[src/issue_config.svh]
/* sizing macros for the issue stage
   include before any package or module that needs slot, register or width counts */
`ifndef ISSUE_CONFIG_SVH
`define ISSUE_CONFIG_SVH

// one slot per scalar unit: alu, load/store, branch
`define NUM_SLOTS 3

// architectural integer registers
`define NUM_REGS 32

// data word width
`define XLEN 32

// dispatch sequence counter width
// must hold at least NUM_SLOTS live stamps without aliasing
`define AGE_W 4

`endif

[src/isa_pkg.sv]
/* instruction-level types shared by dispatch, the status table and the register file */
`include "issue_config.svh"

package isa_pkg;

    // register index
    typedef logic [4:0] regbits_t;

    // data word
    typedef logic [`XLEN-1:0] word_t;

    // alu operation code, passed through to execute untouched
    typedef logic [3:0] aluop_t;

    // decoded operation held in one slot row
    typedef struct packed {
        regbits_t rd;
        regbits_t rs1;
        regbits_t rs2;
        word_t    imm;
        // operand b comes from imm instead of rs2
        logic     i_type;
        // operand a forced to zero
        logic     lui;
        aluop_t   alu_op;
    } op_row_t;

endpackage

[src/sched_pkg.sv]
/* scheduling types for the issue stage
   slot states, source tags and the registered issue bundle */
`include "issue_config.svh"

package sched_pkg;

    // per-slot lifecycle
    typedef enum logic [1:0] {
        SLOT_EMPTY = 2'd0,
        SLOT_WAIT  = 2'd1,
        SLOT_RDY   = 2'd2,
        SLOT_EX    = 2'd3
    } slot_state_e;

    // source tag
    // 0 means operand available, k means unit k-1 still produces it
    typedef logic [1:0] tag_t;

    // slot / unit index
    typedef logic [$clog2(`NUM_SLOTS)-1:0] slot_idx_t;

    // bundle leaving the issue register toward execute
    typedef struct packed {
        // one bit per unit, pulses for one cycle on issue
        logic [`NUM_SLOTS-1:0] fu_en;
        isa_pkg::regbits_t     rd;
        isa_pkg::word_t        rdat1;
        isa_pkg::word_t        rdat2;
        isa_pkg::word_t        imm;
        isa_pkg::aluop_t       alu_op;
    } issue_t;

endpackage

[src/issue_ifs.sv]
/* internal buses of the issue stage
   fust_if joins status table and scheduler, rf_if joins top level and register file */
`timescale 1ns/1ps
`include "issue_config.svh"

interface fust_if;
    // scheduler allows a dispatch this cycle
    logic                                 disp_ok;
    // occupied rows with both tags clear
    logic [`NUM_SLOTS-1:0]                rdy;
    // stored operation of every slot
    isa_pkg::op_row_t [`NUM_SLOTS-1:0]    rows;
    // one-hot or zero, slot moving to execute
    logic [`NUM_SLOTS-1:0]                sel;

    modport tbl (input disp_ok, input sel, output rdy, output rows);
    modport sched (output disp_ok, output sel, input rdy);
endinterface

interface rf_if;
    isa_pkg::regbits_t rsel1;
    isa_pkg::regbits_t rsel2;
    logic              wen;
    isa_pkg::regbits_t wsel;
    isa_pkg::word_t    wdata;
    isa_pkg::word_t    rdat1;
    isa_pkg::word_t    rdat2;

    modport rf (input rsel1, rsel2, wen, wsel, wdata, output rdat1, rdat2);
    modport user (output rsel1, rsel2, wen, wsel, wdata, input rdat1, rdat2);
endinterface

[src/fu_status_table.sv]
/* functional-unit status table, one row and two source tags per scalar slot
   written by dispatch, tags cleared by writeback, ready vector fed to the scheduler */
`timescale 1ns/1ps
`include "issue_config.svh"

module fu_status_table (
    input logic                CLK,
    input logic                nRST,
    input logic                disp_en,
    input sched_pkg::slot_idx_t disp_fu,
    input isa_pkg::op_row_t    disp_op,
    input sched_pkg::tag_t     disp_t1,
    input sched_pkg::tag_t     disp_t2,
    input logic                wb_en,
    input sched_pkg::tag_t     wb_tag,
    fust_if.tbl                fust
);

    isa_pkg::op_row_t rows_q [`NUM_SLOTS];
    sched_pkg::tag_t  t1_q   [`NUM_SLOTS];
    sched_pkg::tag_t  t2_q   [`NUM_SLOTS];
    // row holds an operation that has not yet gone to execute
    logic [`NUM_SLOTS-1:0] occ_q;

    logic            disp_wr;
    sched_pkg::tag_t t1_in;
    sched_pkg::tag_t t2_in;

    assign disp_wr = disp_en && fust.disp_ok;

    // a writeback on the dispatch edge also satisfies the incoming row
    // otherwise the new row would wait forever on a result already written
    assign t1_in = (wb_en && (disp_t1 == wb_tag)) ? '0 : disp_t1;
    assign t2_in = (wb_en && (disp_t2 == wb_tag)) ? '0 : disp_t2;

    // tags and occupancy
    always_ff @(posedge CLK, negedge nRST) begin
        if (!nRST) begin
            occ_q <= '0;
            for (int i = 0; i < `NUM_SLOTS; i++) begin
                t1_q[i] <= '0;
                t2_q[i] <= '0;
            end
        end else begin
            for (int i = 0; i < `NUM_SLOTS; i++) begin
                if (disp_wr && (disp_fu == sched_pkg::slot_idx_t'(i))) begin
                    t1_q[i]  <= t1_in;
                    t2_q[i]  <= t2_in;
                    occ_q[i] <= 1'b1;
                end else begin
                    // broadcast clear on older rows
                    if (wb_en && (t1_q[i] == wb_tag)) t1_q[i] <= '0;
                    if (wb_en && (t2_q[i] == wb_tag)) t2_q[i] <= '0;
                    // leaves the table once it moves to execute
                    if (fust.sel[i]) occ_q[i] <= 1'b0;
                end
            end
        end
    end

    // operation payload
    always_ff @(posedge CLK) begin
        if (disp_wr) begin
            rows_q[disp_fu] <= disp_op;
        end
    end

    always_comb begin
        for (int i = 0; i < `NUM_SLOTS; i++) begin
            fust.rows[i] = rows_q[i];
            fust.rdy[i]  = occ_q[i] && (t1_q[i] == '0) && (t2_q[i] == '0);
        end
    end

    // scheduler must never accept a dispatch over a live row
    a_no_overwrite: assert property (
        @(posedge CLK) disable iff (!nRST)
        disp_wr |-> !occ_q[disp_fu]
    );

endmodule

[src/issue_scheduler.sv]
/* per-slot state machines and oldest-ready selection for the issue stage
   dispatch stamps a sequence number, the ready slot with the oldest stamp goes to execute */
`timescale 1ns/1ps
`include "issue_config.svh"

module issue_scheduler (
    input  logic                  CLK,
    input  logic                  nRST,
    input  logic                  freeze,
    input  logic [`NUM_SLOTS-1:0] fu_done,
    input  logic                  disp_en,
    input  sched_pkg::slot_idx_t  disp_fu,
    fust_if.sched                 fust,
    output logic [`NUM_SLOTS-1:0] busy
);

    sched_pkg::slot_state_e state_q [`NUM_SLOTS];
    sched_pkg::slot_state_e state_d [`NUM_SLOTS];

    logic [`AGE_W-1:0] seq_q;
    logic [`AGE_W-1:0] stamp_q [`NUM_SLOTS];
    logic [`AGE_W-1:0] age     [`NUM_SLOTS];

    logic [`NUM_SLOTS-1:0] disp_hit;
    logic [`NUM_SLOTS-1:0] cand;
    logic                  disp_acc;

    // dispatch allowed into an empty slot, or one finishing on this edge
    assign fust.disp_ok = !freeze &&
        ((state_q[disp_fu] == sched_pkg::SLOT_EMPTY) ||
         ((state_q[disp_fu] == sched_pkg::SLOT_EX) && fu_done[disp_fu]));

    assign disp_acc = disp_en && fust.disp_ok;

    always_comb begin
        for (int i = 0; i < `NUM_SLOTS; i++) begin
            disp_hit[i] = disp_acc && (disp_fu == sched_pkg::slot_idx_t'(i));
            // wrapping distance from the next stamp, larger is older
            age[i]      = seq_q - stamp_q[i];
        end
    end

    // nothing leaves for execute under freeze
    assign cand = fust.rdy & ~{`NUM_SLOTS{freeze}};

    // oldest candidate wins, equal age goes to the lower index
    always_comb begin
        for (int i = 0; i < `NUM_SLOTS; i++) begin
            fust.sel[i] = cand[i];
            for (int j = 0; j < `NUM_SLOTS; j++) begin
                if ((j != i) && cand[j]) begin
                    if ((age[j] > age[i]) || ((age[j] == age[i]) && (j < i))) begin
                        fust.sel[i] = 1'b0;
                    end
                end
            end
        end
    end

    // slot fsm
    always_comb begin
        for (int i = 0; i < `NUM_SLOTS; i++) begin
            state_d[i] = state_q[i];
            case (state_q[i])
                sched_pkg::SLOT_EMPTY: begin
                    if (disp_hit[i]) state_d[i] = sched_pkg::SLOT_WAIT;
                end
                sched_pkg::SLOT_WAIT: begin
                    // a ready row may go straight to execute
                    if (fust.sel[i]) state_d[i] = sched_pkg::SLOT_EX;
                    else if (fust.rdy[i]) state_d[i] = sched_pkg::SLOT_RDY;
                end
                sched_pkg::SLOT_RDY: begin
                    if (fust.sel[i]) state_d[i] = sched_pkg::SLOT_EX;
                end
                sched_pkg::SLOT_EX: begin
                    // unit done, back-to-back dispatch refills the slot
                    if (fu_done[i]) begin
                        state_d[i] = disp_hit[i] ? sched_pkg::SLOT_WAIT
                                                 : sched_pkg::SLOT_EMPTY;
                    end
                end
                default: state_d[i] = sched_pkg::SLOT_EMPTY;
            endcase
            // everything holds while execute is stalled
            if (freeze) state_d[i] = state_q[i];
        end
    end

    always_ff @(posedge CLK, negedge nRST) begin
        if (!nRST) begin
            seq_q <= '0;
            for (int i = 0; i < `NUM_SLOTS; i++) begin
                state_q[i] <= sched_pkg::SLOT_EMPTY;
            end
        end else begin
            state_q <= state_d;
            if (disp_acc) seq_q <= seq_q + 1'b1;
        end
    end

    // each accepted dispatch records the running sequence number
    always_ff @(posedge CLK) begin
        if (disp_acc) begin
            stamp_q[disp_fu] <= seq_q;
        end
    end

    always_comb begin
        for (int i = 0; i < `NUM_SLOTS; i++) begin
            busy[i] = (state_q[i] != sched_pkg::SLOT_EMPTY);
        end
    end

    // at most one issue per cycle
    a_sel_valid: assert property (
        @(posedge CLK) disable iff (!nRST)
        $onehot0(fust.sel)
    );

endmodule

[src/issue_stage.sv]
/* top level of the scalar issue stage
   status table, scheduler and register file feed a registered issue bundle toward execute */
`timescale 1ns/1ps
`include "issue_config.svh"

module issue_stage (
    input  logic                  CLK,
    input  logic                  nRST,
    // dispatch
    input  logic                  disp_en,
    input  sched_pkg::slot_idx_t  disp_fu,
    input  isa_pkg::op_row_t      disp_op,
    input  sched_pkg::tag_t       disp_t1,
    input  sched_pkg::tag_t       disp_t2,
    // writeback
    input  logic                  wb_en,
    input  isa_pkg::regbits_t     wb_sel,
    input  isa_pkg::word_t        wb_data,
    input  sched_pkg::tag_t       wb_tag,
    // completion and control
    input  logic [`NUM_SLOTS-1:0] fu_done,
    input  logic                  freeze,
    input  logic                  halt_req,
    // toward execute
    output sched_pkg::issue_t     iss,
    output logic [`NUM_SLOTS-1:0] busy,
    output logic                  halt
);

    fust_if fust_bus ();
    rf_if   rf_bus ();

    isa_pkg::op_row_t  row_sel;
    isa_pkg::word_t    opa;
    isa_pkg::word_t    opb;
    sched_pkg::issue_t iss_d;
    logic              halt_q;

    regfile u_regfile (
        .CLK  (CLK),
        .nRST (nRST),
        .rf   (rf_bus)
    );

    fu_status_table u_fust (
        .CLK     (CLK),
        .nRST    (nRST),
        .disp_en (disp_en),
        .disp_fu (disp_fu),
        .disp_op (disp_op),
        .disp_t1 (disp_t1),
        .disp_t2 (disp_t2),
        .wb_en   (wb_en),
        .wb_tag  (wb_tag),
        .fust    (fust_bus)
    );

    issue_scheduler u_sched (
        .CLK     (CLK),
        .nRST    (nRST),
        .freeze  (freeze),
        .fu_done (fu_done),
        .disp_en (disp_en),
        .disp_fu (disp_fu),
        .fust    (fust_bus),
        .busy    (busy)
    );

    // row of the slot going to execute, zero when nothing is selected
    always_comb begin
        row_sel = '0;
        for (int i = 0; i < `NUM_SLOTS; i++) begin
            if (fust_bus.sel[i]) row_sel = fust_bus.rows[i];
        end
    end

    // register file hookup, writeback writes and issue reads
    assign rf_bus.wen   = wb_en;
    assign rf_bus.wsel  = wb_sel;
    assign rf_bus.wdata = wb_data;
    assign rf_bus.rsel1 = row_sel.rs1;
    assign rf_bus.rsel2 = row_sel.rs2;

    // operand forming
    assign opa = row_sel.lui    ? '0          : rf_bus.rdat1;
    assign opb = row_sel.i_type ? row_sel.imm : rf_bus.rdat2;

    always_comb begin
        if (freeze) begin
            // execute stalled, hold what it already sees
            iss_d = iss;
        end else begin
            iss_d.fu_en  = fust_bus.sel;
            iss_d.rd     = row_sel.rd;
            iss_d.rdat1  = opa;
            iss_d.rdat2  = opb;
            iss_d.imm    = row_sel.imm;
            iss_d.alu_op = row_sel.alu_op;
        end
    end

    always_ff @(posedge CLK, negedge nRST) begin
        if (!nRST) begin
            iss <= '0;
        end else begin
            iss <= iss_d;
        end
    end

    // sticky halt request
    always_ff @(posedge CLK, negedge nRST) begin
        if (!nRST) begin
            halt_q <= 1'b0;
        end else if (halt_req) begin
            halt_q <= 1'b1;
        end
    end

    // report only once every unit has drained
    assign halt = halt_q && (busy == '0);

endmodule

[src/regfile.sv]
/* integer register file, two combinational read ports and one write port
   writes land at the clock edge with no bypass, register 0 always reads zero */
`timescale 1ns/1ps
`include "issue_config.svh"

module regfile (
    input logic CLK,
    input logic nRST,
    rf_if.rf    rf
);

    isa_pkg::word_t regs [`NUM_REGS];

    // write port, r0 is hardwired
    always_ff @(posedge CLK, negedge nRST) begin
        if (!nRST) begin
            for (int i = 0; i < `NUM_REGS; i++) begin
                regs[i] <= '0;
            end
        end else if (rf.wen && (rf.wsel != '0)) begin
            regs[rf.wsel] <= rf.wdata;
        end
    end

    // read ports
    always_comb begin
        rf.rdat1 = (rf.rsel1 == '0) ? '0 : regs[rf.rsel1];
        rf.rdat2 = (rf.rsel2 == '0) ? '0 : regs[rf.rsel2];
    end

    // writeback from execute must carry a known destination
    a_wsel_known: assert property (
        @(posedge CLK) disable iff (!nRST)
        rf.wen |-> !$isunknown(rf.wsel)
    );

endmodule

[config.mk]
export PLATFORM = sky130hd
export DESIGN_NAME = issue_stage
export DESIGN_NICKNAME = d
export VERILOG_FILES = /design/src/isa_pkg.sv /design/src/sched_pkg.sv /design/src/issue_ifs.sv /design/src/fu_status_table.sv /design/src/issue_scheduler.sv /design/src/issue_stage.sv /design/src/regfile.sv
export VERILOG_INCLUDE_DIRS = /design/src
export SDC_FILE = /design/constraint.sdc
export NUM_CORES = 2
export LEC_CHECK = 0
export BUFFER_PORTS_ARGS = -buffer_cell sky130_fd_sc_hd__buf_2
export CORE_MARGIN = 4
export CORE_UTILIZATION = 45
export CTS_CLUSTER_SIZE = 24
export DETAILED_ROUTE_END_ITERATION = 6
export SLEW_MARGIN = 15
export SYNTH_ARGS = -nofsm -noshare
export SYNTH_HDL_FRONTEND = slang
export SYNTH_SLANG_ARGS = --single-unit
[constraint.sdc]
create_clock -name CLK -period 5.01 [get_ports CLK]
set_clock_uncertainty 0.15 [all_clocks]
set_input_delay 0 -clock CLK [delete_from_list [all_inputs] [get_ports CLK]]
set_output_delay 0 -clock CLK [all_outputs]
set_load 0.02 [all_outputs]
Word-level counts from Yosys, hierarchy flattened
Memory sizes are Yosys's and may differ from the RTL's.
Cells that the tools add are included.
- input port bits: 107
- bits in writable memories: 171
- bits in registers: 1158
- logic and storage cells: 246
- memories: 2
- output and inout bits: 112
- memory list (memory ; words ; width ; rd ports ; clocked after Yosys merged registers in ; write ports ; RTL line ; text):
    u_fust.rows_q ; 3 ; 53 ; 3 ; 0 ; 1 ; fu_status_table.sv:19 ; isa_pkg::op_row_t rows_q [`NUM_SLOTS];
    u_sched.stamp_q ; 3 ; 4 ; 3 ; 0 ; 1 ; issue_scheduler.sv:21 ; logic [`AGE_W-1:0] stamp_q [`NUM_SLOTS];
- $add $sub $neg: 4
- reductions and logical operators: 58
- bitwise logic cells: 7
- magnitude comparators: 12
- mux-type cells: 76
- equality and inequality tests: 35
- operators by type and width (cell ; count):
    $bwmux 1024 ; 1
    $bmux 32 s5 ; 2
    $mux 32 ; 9
    $demux 32 s5 ; 1
    $mux 53 ; 3
    $mux 2 ; 31
    $gt 4x4->1 ; 6
    $mux 1 ; 24
    $pmux 2 s4 ; 3
    $reduce_bool 2->1 ; 12
    $logic_and 1x1->1 ; 23
    $logic_not 2->1 ; 11
    $ge 6x6->1 const B ; 3
    $not 5->6 ; 3
    $eq 2x2->1 ; 8
    $eq 2x2->1 const B ; 8
    $reduce_and 5->1 ; 3
    $eq 4x4->1 ; 3
    $ne 2x2->1 const B ; 6
    $sub 4x4->4 ; 3
    $logic_not 5->1 ; 2
    $ne 3x2->1 const B ; 3
    $eq 2x1->1 const B ; 4
    $lt 6x1->1 const B ; 1
    14 further kinds ; 19

Longest topological paths before layout
- word-level depth: 17
- gate-level depth with buffers: 25
- mapped depth without buffers: 19

Hierarchy
A second synthesis with hierarchy kept.
- cells, all modules: 4735
- area total of the unflattened synthesis: 68074.0 µm²
- modules (own cells, without submodules) (module ; cells each ; instances ; area each (µm²) ; sequential area each (µm²)):
    regfile ; 3621 ; 1 ; 54369.6 ; 25624.6
    issue_stage ; 677 ; 1 ; 6068.3 ; 2727.6
    fu_status_table ; 241 ; 1 ; 5644.2 ; 5149.9
    issue_scheduler ; 196 ; 1 ; 1991.9 ; 610.6

Least setup slack after synthesis
OpenSTA, ideal clock, no wires.
- path kind: reg2reg
- from: reg u_sched.seq_q[1]
- to: reg iss[36] (netlist bit)
- slack: -0.143 ns
- stages on the path, launching flop included: 20
- arrival time: 4.864 ns
- library setup time: 0.139 ns
- cell sequence: dfrtp_1 -> ha_1 -> a21o_1 -> a21o_1 -> xnor2_1 -> inv_1 -> ha_1 -> and2_1 -> o21ai_0 -> a221oi_4 -> or4b_2 -> o22ai_1 -> o22a_1 -> buf_2 -> clkbuf_1 -> clkbuf_1 -> mux4_2 -> a22oi_1 -> o211ai_1 -> or4_1
- cells in the longest elaborated chain, start to end: 15
- elaborated cells on any way between the ends: 37
- those cells by class: 3 x add/sub; 6 x order compare; 3 x eq/ne; 20 x mux; 1 x bitwise; 4 x reduce/logical
- ends and longest elaborated chain (what ; RTL line ; text):
    start, declared ; issue_scheduler.sv:20 ; logic [`AGE_W-1:0] seq_q;
    start signal, assigned ; issue_scheduler.sv:98 ; if (disp_acc) seq_q <= seq_q + 1'b1;
    $sub 4x4->4 ; issue_scheduler.sv:39 ; age[i] = seq_q - stamp_q[i];
    $gt 4x4->1 / $eq 4x4->1 (equally long branches) ; issue_scheduler.sv:52 ; if ((age[j] > age[i]) || ((age[j] == age[i]) && (j < i))) begin
    $mux 1 / $logic_or 1x1->1 (equally long branches) ; issue_scheduler.sv:52 ;
    $mux 1 (on tied branches) ; issue_scheduler.sv:51, issue_scheduler.sv:52 ;
    $mux 1 (on tied branches) ; issue_scheduler.sv:52, issue_scheduler.sv:51 ;
    $mux 1 (on tied branches) ; issue_scheduler.sv:51, issue_scheduler.sv:52 ;
    $mux 53 / $mux 1 (equally long branches) ; issue_stage.sv:73, issue_scheduler.sv:51 ;
    $mux 53 ; issue_stage.sv:73 ; if (fust_bus.sel[i]) row_sel = fust_bus.rows[i];
    $mux 53 (*) ; issue_stage.sv:73 ;
    $not 5->6 (not written as such) ; regfile.sv:28 ; rf.rdat2 = (rf.rsel2 == '0) ? '0 : regs[rf.rsel2];
    $bmux 32 s5 ; regfile.sv:28 ;
    $mux 32 (not written as such) (2 in series) ; regfile.sv:28 ;
    $mux 32 ; regfile.sv:28 ;
    $mux 32 (*) ; issue_stage.sv:86 ; assign opb = row_sel.i_type ? row_sel.imm : rf_bus.rdat2;
    end signal, assigned ; issue_stage.sv:106 ; iss <= iss_d;
    end, declared ; issue_stage.sv:25 ; output sched_pkg::issue_t iss,
Mark *: on every way between the ends. The rest lies on a longest branch, timed or not. The select of a mux whose other input is x is not followed.
A chain may end at the register's enable or synchronous reset.

Final worst setup path
- from: reg u_sched.seq_q[0]
- to: reg iss[47] (netlist bit)
The elaborated chain is that of the path after synthesis.

==> metrics.cfg <==
[logic_synthesis]
synth_top_cell_area_share = 0.436
yosysSeqAreaShare = 0.514
synth_top_area_cell = dfrtp_1
syn_inst = 5255
synth.area.top_cells = dfrtp_1 44%, mux2_2 17%, mux4_2 11%
syn_nets = 5400
postSynthAreaPerCell_um2 = 12.6
synth_commonest_cells = 1158 x dfrtp_1, 995 x mux2_2, 882 x nand2_1, 343 x clkbuf_1, 332 x mux4_2
synth.most_common_cell = dfrtp_1
netlist_area_um2 = 66400
synth-async-reset-ratio = 0.871
yosys_warnings = 0
ys.flop_type = dfrtp_1
synth_cell_types = 69
synth_edf_count = 171
ys_seq_elements = 1329

[worst_setup_path]
startpoint_type = flop
slowest_delay_ns = 0.55
critPathKind = flop to flop
crit_path_max_fanout = 5
path_cells = inv_2 > ha_4 > inv_1 > fa_2 > xor2_2 > ha_1 > and2_4 > o21ai_2 > buf_6 > a221oi_4 > or4b_4 > o22ai_4 > o22a_4 > buf_12 > buf_12 > buf_12 > clkbuf_16 > buf_4 > mux4_2 > nand2_1 > a21oi_1 > or4_1
cp_slowest_cell = or4b_4
end_kind = flop
cp.arrival_ns = 5.59
cpMostUsedCell = buf_12
reg2regPathDepth = 22
required_ns = 5.51

[cts]
clk_latency_ns = 0.81
path_clk_slew_ns = 0.06
clock_path_buffers = 3
cts_tree = built
clockRootBuffer = clkbuf_16
numClockSinks = 1329
htreeDepth = 4
cts_buffers = 150

[run]
maxCapViolCount = 0

[route]
drt-pass1-iter-count = 7
drt-wirelength-per-cell_um = 31.1
drc = 7
vias = 51000
drt_iter0_markers = 5674
ant_nets = 0
wirelength_um = 246000
viasPerCell = 6.44

[placed_design]
gp_congestion = 0.889
place_ws_ns = -0.228
hpwl_um = 152000
portBuffers = 218

[layout]
nNetsFinal = 6015
fillCellCount = 12000
area_growth_pct = 23.3
drive_gt1_frac = 0.423

[timing]
slew_violations = 0
setup_ws_ns = -0.0733
setup_tns_ns = -0.648
clock.fmax_mhz = 197
slew_headroom = 0.115
finalCritPeriodShare = 1.01
setup_viol = 16
period_needed_ns = 5.08
hold_viol_final = 0
rsz0062_at_grt = true
tightestPinTransition_ns = 1.32

[global_route]
grt_max_degree = 157
track_usage = 0.313
grt_pass1_wl_um = 351000
first_global_vias = 49700
antenna_found_initial = 20
grt_overflow = 0

[hold_path]
hp-class = primary input to flop
holdPathStages = 4

[pwr]
ir_worst_vdd_mv = 0.407
power_uw = 50000
leakagePower_uw = 0.0348
p_per_area_nw_per_um2 = 610

[run_status]
status = finished with violations
failed_checks = DRC, setup timing

[floorplanning]
io-pin-count = 219
start_util = 0.455
die_w_um = 392
core.rowCount = 140
die_y_um = 392
core_um2 = 146000
dieArea_um2 = 154000

==> state kept, by name, summed over array words and instances, names as in the netlist <==
register,count
u_sched.stamp_q,12
u_sched.seq_q,4
u_sched.state_q,6
u_regfile.regs,1024
iss,108
u_fust.t1_q,6
halt_q,1
u_fust.t2_q,6
u_fust.occ_q,3
u_fust.rows_q,159
==> power by group <==
group          leakage, µW  total (µW)  internal (µW)  switching [µW]
clock network      0.00251       11400           6820            4630
registers           0.0164       14500          12900            1600
logic               0.0159       24000          11400           12600
total               0.0348       50000          31200           18800
==> final cells by class <==
class,count,area (µm²),share of cell area
well taps,1917,2400,0.0293
multi-input cells,3387,31100,0.380
clock inverters,49,654,0.00799
clock buffers,220,4440,0.0542
diodes,12,30.0,0.000367
inverters,37,139,0.00170
repair buffers,965,9050,0.110
flip-flops and latches,1329,34100,0.416
==> per-stage QoR <==
| stage | util | hold slack (ns) | instances | area [µm²] |
|---|---|---|---|---|
| 2_1_floorplan | - | -0.446 | 5255 | 66400 |
| 3_3_place_gp | 0.499 | -0.0819 | 7360 | 72900 |
| 3_5_place_dp | 0.499 | -0.0861 | 7360 | 72900 |
| 4_1_cts | 0.549 | 0.00599 | 7823 | 80300 |
| 5_1_grt | 0.561 | 0.0788 | 7906 | 81900 |
| 6_report | 0.561 | 0.0722 | 7916 | 81900 |
==> placed cells by master, fill, tap and decap left out, types with 26 or more instances in the layout <==
| cell | count |
|---|---|
| clkbuf_1 | 33 |
| nand2_1 | 844 |
| mux2i_1 | 82 |
| nand3_1 | 85 |
| nand2_2 | 37 |
| clkbuf_8 | 32 |
| buf_2 | 216 |
| or4_1 | 31 |
| a222oi_1 | 42 |
| ha_1 | 26 |
| a32o_1 | 48 |
| dfrtp_1 | 1157 |
| o21ai_0 | 50 |
| buf_4 | 400 |
| buf_6 | 37 |
| mux4_2 | 332 |
| o22ai_1 | 38 |
| a21oi_1 | 287 |
| dlygate4sd3_1 | 175 |
| buf_12 | 102 |
| edfxtp_1 | 171 |
| clkbuf_16 | 167 |
| mux2_2 | 995 |
| nor3_1 | 67 |
| o211ai_1 | 36 |
| inv_1 | 30 |
==> worst max-delay path, delay by kind of cell, from the launching register on <==
kind	cells	cell delay, ns
AOI/OAI and AO/OA	5	0.60
DFF	1	0.39
and+or+nand+nor	4	1.33
buffers and inverters	8	0.94
muxes	1	0.48
adders and majority gates	3	0.76
xor gates and xnor gates	1	0.26
==> worst paths after layout <==
kind	start	to	slack [ns]
setup / recovery	u_sched.seq_q[0]$_DFFE_PN0P_	iss[47]$_DFFE_PN0N_	-0.07
hold / removal	wb_sel[3]	u_regfile.regs[580]$_DFFE_PN0P_	0.07
setup reg to reg	u_sched.seq_q[0]$_DFFE_PN0P_	iss[47]$_DFFE_PN0N_	-0.07
hold reg to reg	u_regfile.regs[1005]$_DFFE_PN0P_	u_regfile.regs[1005]$_DFFE_PN0P_	0.25
max in group asynchronous	nRST	u_regfile.regs[876]$_DFFE_PN0P_	3.37
min in group asynchronous	nRST	u_regfile.regs[668]$_DFFE_PN0P_	0.39
==> layer usage <==
layer,GRT usage,share of wire,vias up
li1,-,-,20700
met1,0.436,0.41,26600
met2,0.474,0.45,2963
met3,0.0752,0.10,618
met4,0.125,0.045,12
met5,0,0.00030,-
==> kinds of logic after synthesis <==
| group | count (synthesis) | share of synthesized area |
|---|---|---|
| muxes | 1409 | 0.294 |
| DFF | 1329 | 0.514 |
| and+or+nand+nor | 1215 | 0.0780 |
| AOI/OAI and AO/OA | 695 | 0.0699 |
| buffers and inverters | 539 | 0.0335 |
| adders and majority gates | 38 | 0.00750 |
| xor gates and xnor gates | 30 | 0.00396 |
==> timing repair <==
item,in CTS,in global routing
hold buffers,176,0
endpoints found under the setup margin,62,64
setup buffers,16,69
resized for setup,50,159
pin swaps,17,75
gates cloned,2,15
hold endpoints to repair,2417,0
Power figures use the tool's default switching activity.
